## src/oflow_pkg.sv

```systemverilog
// --------------------
// oflow feature-extraction core
// shared widths, address map, bus and box types, FSM states
// --------------------
package oflow_pkg;

	// --------------------
	// sizes
	// --------------------
	// processing elements, also the set size
	localparam int PE_NUM = 4;
	// log2 of the set size, position inside a set
	localparam int PE_IDX_W = 2;
	// box memory depth
	localparam int MAX_BBOX = 32;
	localparam int BBOX_IDX_W = 5;
	// box count register, 0 to 32
	localparam int NUM_BBOX_W = 6;
	localparam int SET_W = 4;
	localparam int BOX_FIELD_W = 8;
	// w*h of two 8 bit fields
	localparam int FEAT_W = 16;
	// 32 features of 16 bits
	localparam int SUM_W = 21;
	// shift-add steps, one per multiplier bit
	localparam int MUL_STEPS = 8;
	localparam int MUL_CNT_W = 3;

	// --------------------
	// wishbone address map
	// --------------------
	localparam int ADR_W = 8;
	localparam int DAT_W = 32;
	localparam logic [ADR_W-1:0] ADR_CTRL = 8'h00;
	localparam logic [ADR_W-1:0] ADR_STATUS = 8'h01;
	localparam logic [ADR_W-1:0] ADR_NUM_BBOX = 8'h02;
	localparam logic [ADR_W-1:0] ADR_FRAME_SUM = 8'h03;
	localparam logic [ADR_W-1:0] ADR_BBOX_BASE = 8'h40;
	localparam logic [ADR_W-1:0] ADR_RES_BASE = 8'h80;

	// one box per 32 bit word, h in the low byte
	typedef struct packed {
		logic [BOX_FIELD_W-1:0] x;
		logic [BOX_FIELD_W-1:0] y;
		logic [BOX_FIELD_W-1:0] w;
		logic [BOX_FIELD_W-1:0] h;
	} bbox_t;

	// host side of the bus
	typedef struct packed {
		logic cyc;
		logic stb;
		logic we;
		logic [ADR_W-1:0] adr;
		logic [DAT_W-1:0] dat;
	} wb_req_t;

	// slave side of the bus
	typedef struct packed {
		logic ack;
		logic [DAT_W-1:0] dat;
	} wb_rsp_t;

	typedef enum logic [1:0] {FE_IDLE, FE_START, FE_WAIT, FE_REG} fe_state_t;
	typedef enum logic {PE_IDLE, PE_MUL} pe_state_t;
	typedef enum logic {RG_IDLE, RG_WRITE} reg_state_t;

endpackage

```

## src/oflow_wb_regs.sv

```systemverilog
// --------------------
// wishbone classic register block
// control/status, box memory and result memory
// --------------------
`timescale 1ns/1ps

module oflow_wb_regs import oflow_pkg::*; (
	input  logic clk,
	input  logic reset_N,
	input  wb_req_t wb_req,
	output wb_rsp_t wb_rsp,
	output logic frame_start,
	output logic [NUM_BBOX_W-1:0] num_bbox,
	input  logic [SET_W-1:0] set_idx,
	output bbox_t [PE_NUM-1:0] set_bbox,
	input  logic busy,
	input  logic frame_done,
	input  logic res_we,
	input  logic [BBOX_IDX_W-1:0] res_idx,
	input  logic [FEAT_W-1:0] res_data,
	input  logic [SUM_W-1:0] frame_sum
);

	bbox_t box_mem [MAX_BBOX];
	logic [FEAT_W-1:0] res_mem [MAX_BBOX];
	logic access;
	logic wr_en;
	logic is_box;
	logic is_res;
	logic [BBOX_IDX_W-1:0] box_adr_idx;
	logic [BBOX_IDX_W-1:0] res_adr_idx;
	logic [DAT_W-1:0] rd_data;
	logic [DAT_W-1:0] rd_data_q;
	logic ack_q;
	logic done_q;

	// --------------------
	// decode
	// --------------------
	// new access only while no ack is out, gives one ack per strobe
	assign access = wb_req.cyc && wb_req.stb && !ack_q;
	assign wr_en = access && wb_req.we;
	assign is_box = (wb_req.adr >= ADR_BBOX_BASE)
		&& (wb_req.adr < ADR_BBOX_BASE + ADR_W'(MAX_BBOX));
	assign is_res = (wb_req.adr >= ADR_RES_BASE)
		&& (wb_req.adr < ADR_RES_BASE + ADR_W'(MAX_BBOX));
	assign box_adr_idx = BBOX_IDX_W'(wb_req.adr - ADR_BBOX_BASE);
	assign res_adr_idx = BBOX_IDX_W'(wb_req.adr - ADR_RES_BASE);

	// read mux, unmapped reads give zero
	always_comb begin
		rd_data = '0;
		if (is_box) begin
			rd_data = box_mem[box_adr_idx];
		end else if (is_res) begin
			rd_data = DAT_W'(res_mem[res_adr_idx]);
		end else begin
			case (wb_req.adr)
				ADR_STATUS: rd_data = DAT_W'({done_q, busy});
				ADR_NUM_BBOX: rd_data = DAT_W'(num_bbox);
				ADR_FRAME_SUM: rd_data = DAT_W'(frame_sum);
				default: rd_data = '0;
			endcase
		end
	end

	// --------------------
	// control registers
	// --------------------
	always_ff @(posedge clk or negedge reset_N) begin
		if (!reset_N) begin
			ack_q <= 1'b0;
			frame_start <= 1'b0;
			num_bbox <= '0;
			done_q <= 1'b0;
		end else begin
			ack_q <= access;
			// start only from idle, dropped while busy
			frame_start <= wr_en && (wb_req.adr == ADR_CTRL) && wb_req.dat[0] && !busy;
			// count clamped to memory depth
			if (wr_en && (wb_req.adr == ADR_NUM_BBOX)) begin
				if (wb_req.dat > DAT_W'(MAX_BBOX))
					num_bbox <= NUM_BBOX_W'(MAX_BBOX);
				else
					num_bbox <= wb_req.dat[NUM_BBOX_W-1:0];
			end
			// done lives from frame end to next start
			if (frame_start)
				done_q <= 1'b0;
			else if (frame_done)
				done_q <= 1'b1;
		end
	end

	// read data captured with the ack
	always_ff @(posedge clk) begin
		if (access)
			rd_data_q <= rd_data;
	end

	// --------------------
	// memories
	// --------------------
	always_ff @(posedge clk) begin
		if (wr_en && is_box)
			box_mem[box_adr_idx] <= wb_req.dat;
	end

	// result side written only by registration
	always_ff @(posedge clk) begin
		if (res_we)
			res_mem[res_idx] <= res_data;
	end

	// four boxes of the current set, no latency
	always_comb begin
		for (int i = 0; i < PE_NUM; i++) begin
			set_bbox[i] = box_mem[BBOX_IDX_W'(set_idx * PE_NUM + i)];
		end
	end

	assign wb_rsp.ack = ack_q;
	assign wb_rsp.dat = rd_data_q;

endmodule

```

## src/oflow_fe_ctrl.sv

```systemverilog
// --------------------
// set-control FSM
// starts PEs one set at a time, waits for registration
// --------------------
`timescale 1ns/1ps

module oflow_fe_ctrl import oflow_pkg::*; (
	input  logic clk,
	input  logic reset_N,
	input  logic frame_start,
	input  logic [NUM_BBOX_W-1:0] num_bbox,
	output logic [SET_W-1:0] set_idx,
	output logic [PE_NUM-1:0] start_fe,
	input  logic [PE_NUM-1:0] done_fe,
	output logic set_done,
	output logic [PE_NUM-1:0] active_mask,
	input  logic done_registration,
	output logic busy,
	output logic frame_done
);

	fe_state_t state;
	fe_state_t next_state;
	logic [NUM_BBOX_W-1:0] nb_q;
	logic [NUM_BBOX_W:0] nb_round;
	logic [SET_W-1:0] num_sets;
	logic [SET_W-1:0] set_cnt;
	logic [NUM_BBOX_W-1:0] remain;
	logic [PE_IDX_W:0] act_cnt;
	logic last_set;
	logic all_done;

	// --------------------
	// set bookkeeping
	// --------------------
	// sets = ceil(count / set size)
	assign nb_round = {1'b0, nb_q} + (NUM_BBOX_W+1)'(PE_NUM - 1);
	assign num_sets = SET_W'(nb_round >> PE_IDX_W);
	assign last_set = (set_cnt == num_sets - 1'b1);

	// boxes not yet handled, from the current set on
	assign remain = nb_q - NUM_BBOX_W'({set_cnt, {PE_IDX_W{1'b0}}});
	// full set unless fewer boxes are left
	assign act_cnt = (remain >= NUM_BBOX_W'(PE_NUM)) ? (PE_IDX_W+1)'(PE_NUM)
		: remain[PE_IDX_W:0];
	// low act_cnt bits set
	assign active_mask = ~({PE_NUM{1'b1}} << act_cnt);

	// idle PEs may still hold an old done, mask them out
	assign all_done = ((done_fe & active_mask) == active_mask);

	assign set_idx = set_cnt;
	assign busy = (state != FE_IDLE);
	// one-cycle pulse, FE_START lasts a single cycle
	assign start_fe = (state == FE_START) ? active_mask : '0;

	// --------------------
	// next state
	// --------------------
	always_comb begin
		next_state = state;
		case (state)
			FE_IDLE: begin
				// empty frame never leaves idle
				if (frame_start && (num_bbox != '0))
					next_state = FE_START;
			end
			FE_START: begin
				next_state = FE_WAIT;
			end
			FE_WAIT: begin
				if (all_done)
					next_state = FE_REG;
			end
			FE_REG: begin
				if (done_registration)
					next_state = last_set ? FE_IDLE : FE_START;
			end
			default: next_state = FE_IDLE;
		endcase
	end

	// --------------------
	// state and counters
	// --------------------
	always_ff @(posedge clk or negedge reset_N) begin
		if (!reset_N) begin
			state <= FE_IDLE;
			nb_q <= '0;
			set_cnt <= '0;
			set_done <= 1'b0;
			frame_done <= 1'b0;
		end else begin
			state <= next_state;
			set_done <= 1'b0;
			frame_done <= 1'b0;
			case (state)
				FE_IDLE: begin
					if (frame_start) begin
						nb_q <= num_bbox;
						set_cnt <= '0;
						// zero count ends right away
						if (num_bbox == '0)
							frame_done <= 1'b1;
					end
				end
				FE_WAIT: begin
					// hand the set over to registration
					if (all_done)
						set_done <= 1'b1;
				end
				FE_REG: begin
					if (done_registration) begin
						if (last_set)
							frame_done <= 1'b1;
						else
							set_cnt <= set_cnt + 1'b1;
					end
				end
				default: ;
			endcase
		end
	end

endmodule

```

## src/oflow_fe_pe.sv

```systemverilog
// --------------------
// processing element
// box area w*h by 8 step shift-add
// --------------------
`timescale 1ns/1ps

module oflow_fe_pe import oflow_pkg::*; (
	input  logic clk,
	input  logic reset_N,
	input  logic start,
	input  bbox_t box,
	output logic done,
	output logic [FEAT_W-1:0] feature
);

	pe_state_t state;
	logic [MUL_CNT_W-1:0] step;
	logic [FEAT_W-1:0] mcand;
	logic [BOX_FIELD_W-1:0] mplier;
	logic [FEAT_W-1:0] acc;

	// --------------------
	// control
	// --------------------
	// step 0 runs on the start edge, so done lands 8 cycles after start
	always_ff @(posedge clk or negedge reset_N) begin
		if (!reset_N) begin
			state <= PE_IDLE;
			step <= '0;
			done <= 1'b0;
		end else if (start) begin
			state <= PE_MUL;
			step <= MUL_CNT_W'(1);
			done <= 1'b0;
		end else if (state == PE_MUL) begin
			step <= step + 1'b1;
			// last multiplier bit
			if (step == MUL_CNT_W'(MUL_STEPS - 1)) begin
				state <= PE_IDLE;
				done <= 1'b1;
			end
		end
	end

	// --------------------
	// datapath
	// --------------------
	always_ff @(posedge clk) begin
		if (start) begin
			// first partial product taken here
			acc <= box.h[0] ? FEAT_W'(box.w) : '0;
			mcand <= FEAT_W'(box.w) << 1;
			mplier <= box.h >> 1;
		end else if (state == PE_MUL) begin
			if (mplier[0])
				acc <= acc + mcand;
			mcand <= mcand << 1;
			mplier <= mplier >> 1;
		end
	end

	// held until the next start
	assign feature = acc;

endmodule

```

## src/oflow_registration.sv

```systemverilog
// --------------------
// feature registration
// writes a set into result memory, keeps the frame sum
// --------------------
`timescale 1ns/1ps

module oflow_registration import oflow_pkg::*; (
	input  logic clk,
	input  logic reset_N,
	input  logic frame_start,
	input  logic set_done,
	input  logic [PE_NUM-1:0] active_mask,
	input  logic [SET_W-1:0] set_idx,
	input  logic [PE_NUM-1:0][FEAT_W-1:0] features,
	output logic res_we,
	output logic [BBOX_IDX_W-1:0] res_idx,
	output logic [FEAT_W-1:0] res_data,
	output logic [SUM_W-1:0] frame_sum,
	output logic done_registration
);

	reg_state_t state;
	// remaining elements, bit 0 is the one being written
	logic [PE_NUM-1:0] mask_q;
	logic [PE_IDX_W-1:0] pos;

	// --------------------
	// sequencing
	// --------------------
	// one write per active element, done one cycle after the last
	always_ff @(posedge clk or negedge reset_N) begin
		if (!reset_N) begin
			state <= RG_IDLE;
			mask_q <= '0;
			pos <= '0;
			frame_sum <= '0;
			done_registration <= 1'b0;
		end else begin
			done_registration <= 1'b0;
			if (frame_start) begin
				// new frame, sum restarts
				frame_sum <= '0;
			end else begin
				case (state)
					RG_IDLE: begin
						if (set_done) begin
							mask_q <= active_mask;
							pos <= '0;
							state <= RG_WRITE;
						end
					end
					RG_WRITE: begin
						frame_sum <= frame_sum + SUM_W'(features[pos]);
						pos <= pos + 1'b1;
						mask_q <= mask_q >> 1;
						// mask is contiguous, a clear next bit ends the set
						if (!mask_q[1]) begin
							state <= RG_IDLE;
							done_registration <= 1'b1;
						end
					end
					default: state <= RG_IDLE;
				endcase
			end
		end
	end

	// --------------------
	// result write port
	// --------------------
	assign res_we = (state == RG_WRITE) && mask_q[0];
	// set base plus position in the set
	assign res_idx = BBOX_IDX_W'({set_idx, pos});
	assign res_data = features[pos];

endmodule

```

## src/oflow_core_top.sv

```systemverilog
// --------------------
// oflow core top level
// register block, set FSM, four PEs, registration
// --------------------
`timescale 1ns/1ps

module oflow_core_top import oflow_pkg::*; (
	input  logic clk,
	input  logic reset_N,
	input  wb_req_t wb_req,
	output wb_rsp_t wb_rsp
);

	logic frame_start;
	logic frame_done;
	logic busy;
	logic [NUM_BBOX_W-1:0] num_bbox;
	logic [SET_W-1:0] set_idx;
	bbox_t [PE_NUM-1:0] set_bbox;
	// FSM to PEs
	logic [PE_NUM-1:0] start_fe;
	logic [PE_NUM-1:0] done_fe;
	logic [PE_NUM-1:0][FEAT_W-1:0] features;
	// FSM to registration
	logic set_done;
	logic [PE_NUM-1:0] active_mask;
	logic done_registration;
	// registration to result memory
	logic res_we;
	logic [BBOX_IDX_W-1:0] res_idx;
	logic [FEAT_W-1:0] res_data;
	logic [SUM_W-1:0] frame_sum;

	// --------------------
	// host registers
	// --------------------
	oflow_wb_regs u_regs (
		.clk         (clk),
		.reset_N     (reset_N),
		.wb_req      (wb_req),
		.wb_rsp      (wb_rsp),
		.frame_start (frame_start),
		.num_bbox    (num_bbox),
		.set_idx     (set_idx),
		.set_bbox    (set_bbox),
		.busy        (busy),
		.frame_done  (frame_done),
		.res_we      (res_we),
		.res_idx     (res_idx),
		.res_data    (res_data),
		.frame_sum   (frame_sum)
	);

	// --------------------
	// set control
	// --------------------
	oflow_fe_ctrl u_fe_ctrl (
		.clk               (clk),
		.reset_N           (reset_N),
		.frame_start       (frame_start),
		.num_bbox          (num_bbox),
		.set_idx           (set_idx),
		.start_fe          (start_fe),
		.done_fe           (done_fe),
		.set_done          (set_done),
		.active_mask       (active_mask),
		.done_registration (done_registration),
		.busy              (busy),
		.frame_done        (frame_done)
	);

	// one PE per box slot in the set
	for (genvar g = 0; g < PE_NUM; g++) begin : g_pe
		oflow_fe_pe u_pe (
			.clk     (clk),
			.reset_N (reset_N),
			.start   (start_fe[g]),
			.box     (set_bbox[g]),
			.done    (done_fe[g]),
			.feature (features[g])
		);
	end

	// --------------------
	// registration
	// --------------------
	oflow_registration u_reg (
		.clk               (clk),
		.reset_N           (reset_N),
		.frame_start       (frame_start),
		.set_done          (set_done),
		.active_mask       (active_mask),
		.set_idx           (set_idx),
		.features          (features),
		.res_we            (res_we),
		.res_idx           (res_idx),
		.res_data          (res_data),
		.frame_sum         (frame_sum),
		.done_registration (done_registration)
	);

endmodule

```

## config.mk

```make
export PLATFORM = sky130hd
export DESIGN_NAME = oflow_core_top
export DESIGN_NICKNAME = d
export VERILOG_FILES = /design/src/oflow_pkg.sv /design/src/oflow_wb_regs.sv /design/src/oflow_fe_ctrl.sv /design/src/oflow_fe_pe.sv /design/src/oflow_registration.sv /design/src/oflow_core_top.sv
export SDC_FILE = /design/constraint.sdc
export NUM_CORES = 2
export LEC_CHECK = 0
export ABC_AREA = 1
export BUFFER_PORTS_ARGS = -buffer_cell sky130_fd_sc_hd__buf_2
export CORE_MARGIN = 5
export CORE_UTILIZATION = 40
export CTS_CLUSTER_SIZE = 20
export DETAILED_ROUTE_END_ITERATION = 12
export HOLD_SLACK_MARGIN = 0.02
export PLACE_DENSITY = 0.56
export SYNTH_ARGS = -nofsm -noshare
export SYNTH_HDL_FRONTEND = slang
export SYNTH_SLANG_ARGS = --single-unit
```

## constraint.sdc

```tcl
create_clock -name clk -period 4.54 [get_ports clk]
set_input_delay 0.454 -clock clk [delete_from_list [all_inputs] [get_ports clk]]
set_output_delay 0.454 -clock clk [all_outputs]
set_load 0.02 [all_outputs]
```

==> results.md <==
* Post-DP HPWL at between 150 and 200 mm
* Hold Crit Start: wb_req[28]
* Core Box Area at about 0.19 sq mm
* Die span in x at roughly 440 microns
* Final period util at between 80% and 90%
* Iteration-0 DRC Markers at 6909
* CP Class: in -> reg
* Routed wire length at ~260 mm
* Deepest clock path buffer count at 3
* PwrDens at just under 600 mW/mm^2
* Asr flop ratio synth at roughly 4.0%
* Routability cong. at ~0.93
* Synthesis-stage register bit count at 1792
* CP arrival at around 4200 ps
* Synth cell types at 50
* Syn_area_per_cell at 13.1 sq um
* Reg2Reg Setup Slack at between 900 and 1000 ps
* NetSw at around 17 mW
* Worst skew pair latency at slightly below 900 ps
* Clock power frac at between 30% and 40%
* CTS tree: yes
* Max Slew Vio Count at 0
* Min-Delay Endpoint: u_regs.box_mem[17][28]
* DR vias/cell at roughly 6.0
* Ports at 78
* Register area share after synthesis at 71.4%
* Core Rows at between 150 and 200
* Port buffer count at just under 80
* CTS Buf Count at approximately 190
* DRT antenna net count at 0
* Max cap viols at 0
* GRT overflow at 0
* Synth Instances at approximately 5700
* Pin count of the biggest net entering global routing at 100
* Non-filler instance count after layout at 8502
* Relative slew slack at 16.3%
* Setup crit end kind: register
* FF-to-FF path depth at 7
* Max Clock Freq at approximately 0.27 GHz
* Antenna violations before repair at 18
* Clock slew at reported path FFs at approximately 60 ps
* DP Cell Count at 8148
* H-tree depth at 4
* Die Span Y at between 400 and 500 microns
* LEAKAGE at around 30 nW
* Switching Fraction at between 30% and 40%
* Routed wire length per instance at 30.6 microns
* Gr usage total at between 20% and 30%
* Synthesized area at between 0.07 and 0.08 sq mm
* Minimum clock period at 3660 ps
* Vias in the first global route at between 40000 and 50000
* Worst Path Max Fanout at 15
* Reg2reg start: u_fe_ctrl.set_idx[0]
* CTS Hold Buffers Added at 4
* Share of cells above drive strength 1 at 12.8%
* Critical path launch point: wb_req[41]
* Vias post-DR at just over 50000
* Share of power burned in registers at about 44%
* Top FF cell, synth: edfxtp_1
* Peak VDD IR at between 0.3 and 0.4 mV
* Setup total negative slack at 0 ps
* EDFF count, synth at between 1500 and 2000
* Final setup vio count at 0
* Yosys warns at 0
* Comb power frac at approximately a quarter
* Top cells by area, synth: edfxtp_1 68%, a22oi_1 7.2%, nand2_1 4.5%, a21oi_1 3.1%, dfrtp_1 2.4%
* Hold Path Depth at 1
* Buffer count from post-CTS setup fixing at 0
* Internal power at between 30 and 40 mW
* Net Count, Synth at slightly below 6000
* Nets at around 6000
* TritonRoute pass-1 iters at 7
* Initial core utilization at 40.2%
* Final hold violations at 0
* Synth-to-layout area growth at 14.6%
* Synth cell count leaders: 1692 x edfxtp_1, 886 x nand2_1, 719 x a22oi_1, 466 x a21oi_1, 296 x inv_1
* Cell taking the most area after synthesis: edfxtp_1
* Clock skew at roughly 84 ps
* HP Class: in -> reg
* Synth top area share at between 60% and 70%
* PostCTS Resize Cnt at 0
* Clk sink count at ~1800
* Clock root buffer: clkbuf_16
* Most common cell in the netlist: edfxtp_1
* RSZ-0062 raised after global routing: false
* Reg-to-Reg End: g_pe[3].u_pe.feature[1]
* Worst-margin pin slew at roughly 1200 ps
* Data required, critical path at slightly above 5000 ps
* First-pass GRT wire length at about 370 mm
* Crit path launch type: primary input
* Tot Pwr at between 50 and 60 mW
* Drt drc at 0
* DIE AREA at ~0.19 sq mm
* Status: finished clean
-- flip-flops by register name, indices dropped and copies added (netlist names), 2 cells and up --
signal / cells
g_pe.u_pe.done: 4
g_pe.u_pe.feature: 64
g_pe.u_pe.mcand: 60
g_pe.u_pe.mplier: 28
g_pe.u_pe.state: 4
g_pe.u_pe.step: 12
u_fe_ctrl.nb_q: 6
u_fe_ctrl.set_idx: 4
u_fe_ctrl.state: 2
u_reg.frame_sum: 21
u_reg.mask_q: 4
u_reg.pos: 2
u_regs.box_mem: 1024
u_regs.num_bbox: 6
u_regs.rd_data_q: 32
u_regs.res_mem: 512
-- worst max-delay path: stages --
cell and delay (ps):
dlygate4sd3_1 520, buf_2 90, nand2_1 30, dlygate4sd3_1 580, nor2_4 230, nand2_1 360, nor2_1 350, nand2_1 490
nor2_4 750, buf_12 280
-- cell usage in the layout (no fill, tap or decap), types with 12 or more instances in the layout --
cell type and count:
dfxtp_1 28, o2111ai_1 15, nand4_1 63, diode_2 12, buf_12 34, o22ai_1 51
buf_2 76, nor2_1 200, a21oi_1 465, clkbuf_16 186, buf_4 193, nand3b_1 22
ha_1 93, o22ai_2 13, nor3_1 43, or2_2 101, nor2_2 20, xor2_1 23
inv_2 17, xnor2_1 22, clkinv_16 14, nand3_1 71, clkbuf_1 42, o21ai_0 179
a21o_1 30, dfrtp_1 72, clkinv_2 28, a31oi_1 19, edfxtp_1 1692, a221oi_1 58
o221ai_1 25, inv_1 287, o31ai_1 14, bufinv_16 17, nand2_1 886, clkinv_1 44
a22oi_1 719, nor2_4 36
-- layer usage --
layer,global-route usage (%),vias to the layer above,wire [microns]
met3,5.99,517,26200
met1,36.0,26000,105000
met2,40.3,2934,118000
li1,-,21900,-
met4,10.8,6,11400
met5,0,-,38
-- how the worst max path moves through the flow --
stage | to | slack [ps] | cells after the start
after floorplan | u_regs.box_mem[0][0] | 170 | 6
after detailed placement | u_regs.rd_data_q[16] | 690 | 12
final | u_regs.box_mem[14][11] | 880 | 10
after CTS | u_regs.box_mem[14][11] | 910 | 10
after global routing | u_regs.box_mem[14][11] | 820 | 10
after global placement | u_regs.rd_data_q[16] | 680 | 12
-- cell type report --
cell class | count | area (sq um)
fill | 16500 | 100000
sequential | 1792 | 53200
multi-input combinational | 3263 | 19200
clock buffer | 230 | 4840
tap | 2480 | 3100
timing repair buffer | 307 | 2550
clock inverter | 108 | 1300
inverter | 310 | 1170
antenna | 12 | 30.0
-- cells by family after synthesis --
family | Yosys count | share of synthesized area (%)
flops | 1792 | 71.4
fa+ha+maj | 99 | 1.72
simple gates | 1469 | 8.41
buf+inv | 617 | 3.45
compound gates | 1650 | 14.5
xor+xnor | 45 | 0.529
-- power by group through the flow --
stage                     sequential [mW]  combinational, mW  clock (mW)
after floorplan                      21.9               7.94           0
after global routing                 22.1               14.0        16.3
after CTS                            22.0               12.6        15.5
after detailed placement             22.3               12.6           0
final                                22.0               12.8        15.3
after global placement               22.3               12.4           0
-- metrics by stage --
stage                     hold WS (ps)  instance area [sq um]  worst slack (ps)  utilization (%)
final                              118                  85400               881             46.1
after global routing               110                  85400               817             46.0
after CTS                         53.5                  85400               915             46.0
after detailed placement           451                  79200               687             42.7
after global placement             466                  79200               683             42.7
after floorplan                    158                  74500               167                -
(Power assumes the default switching activity.)
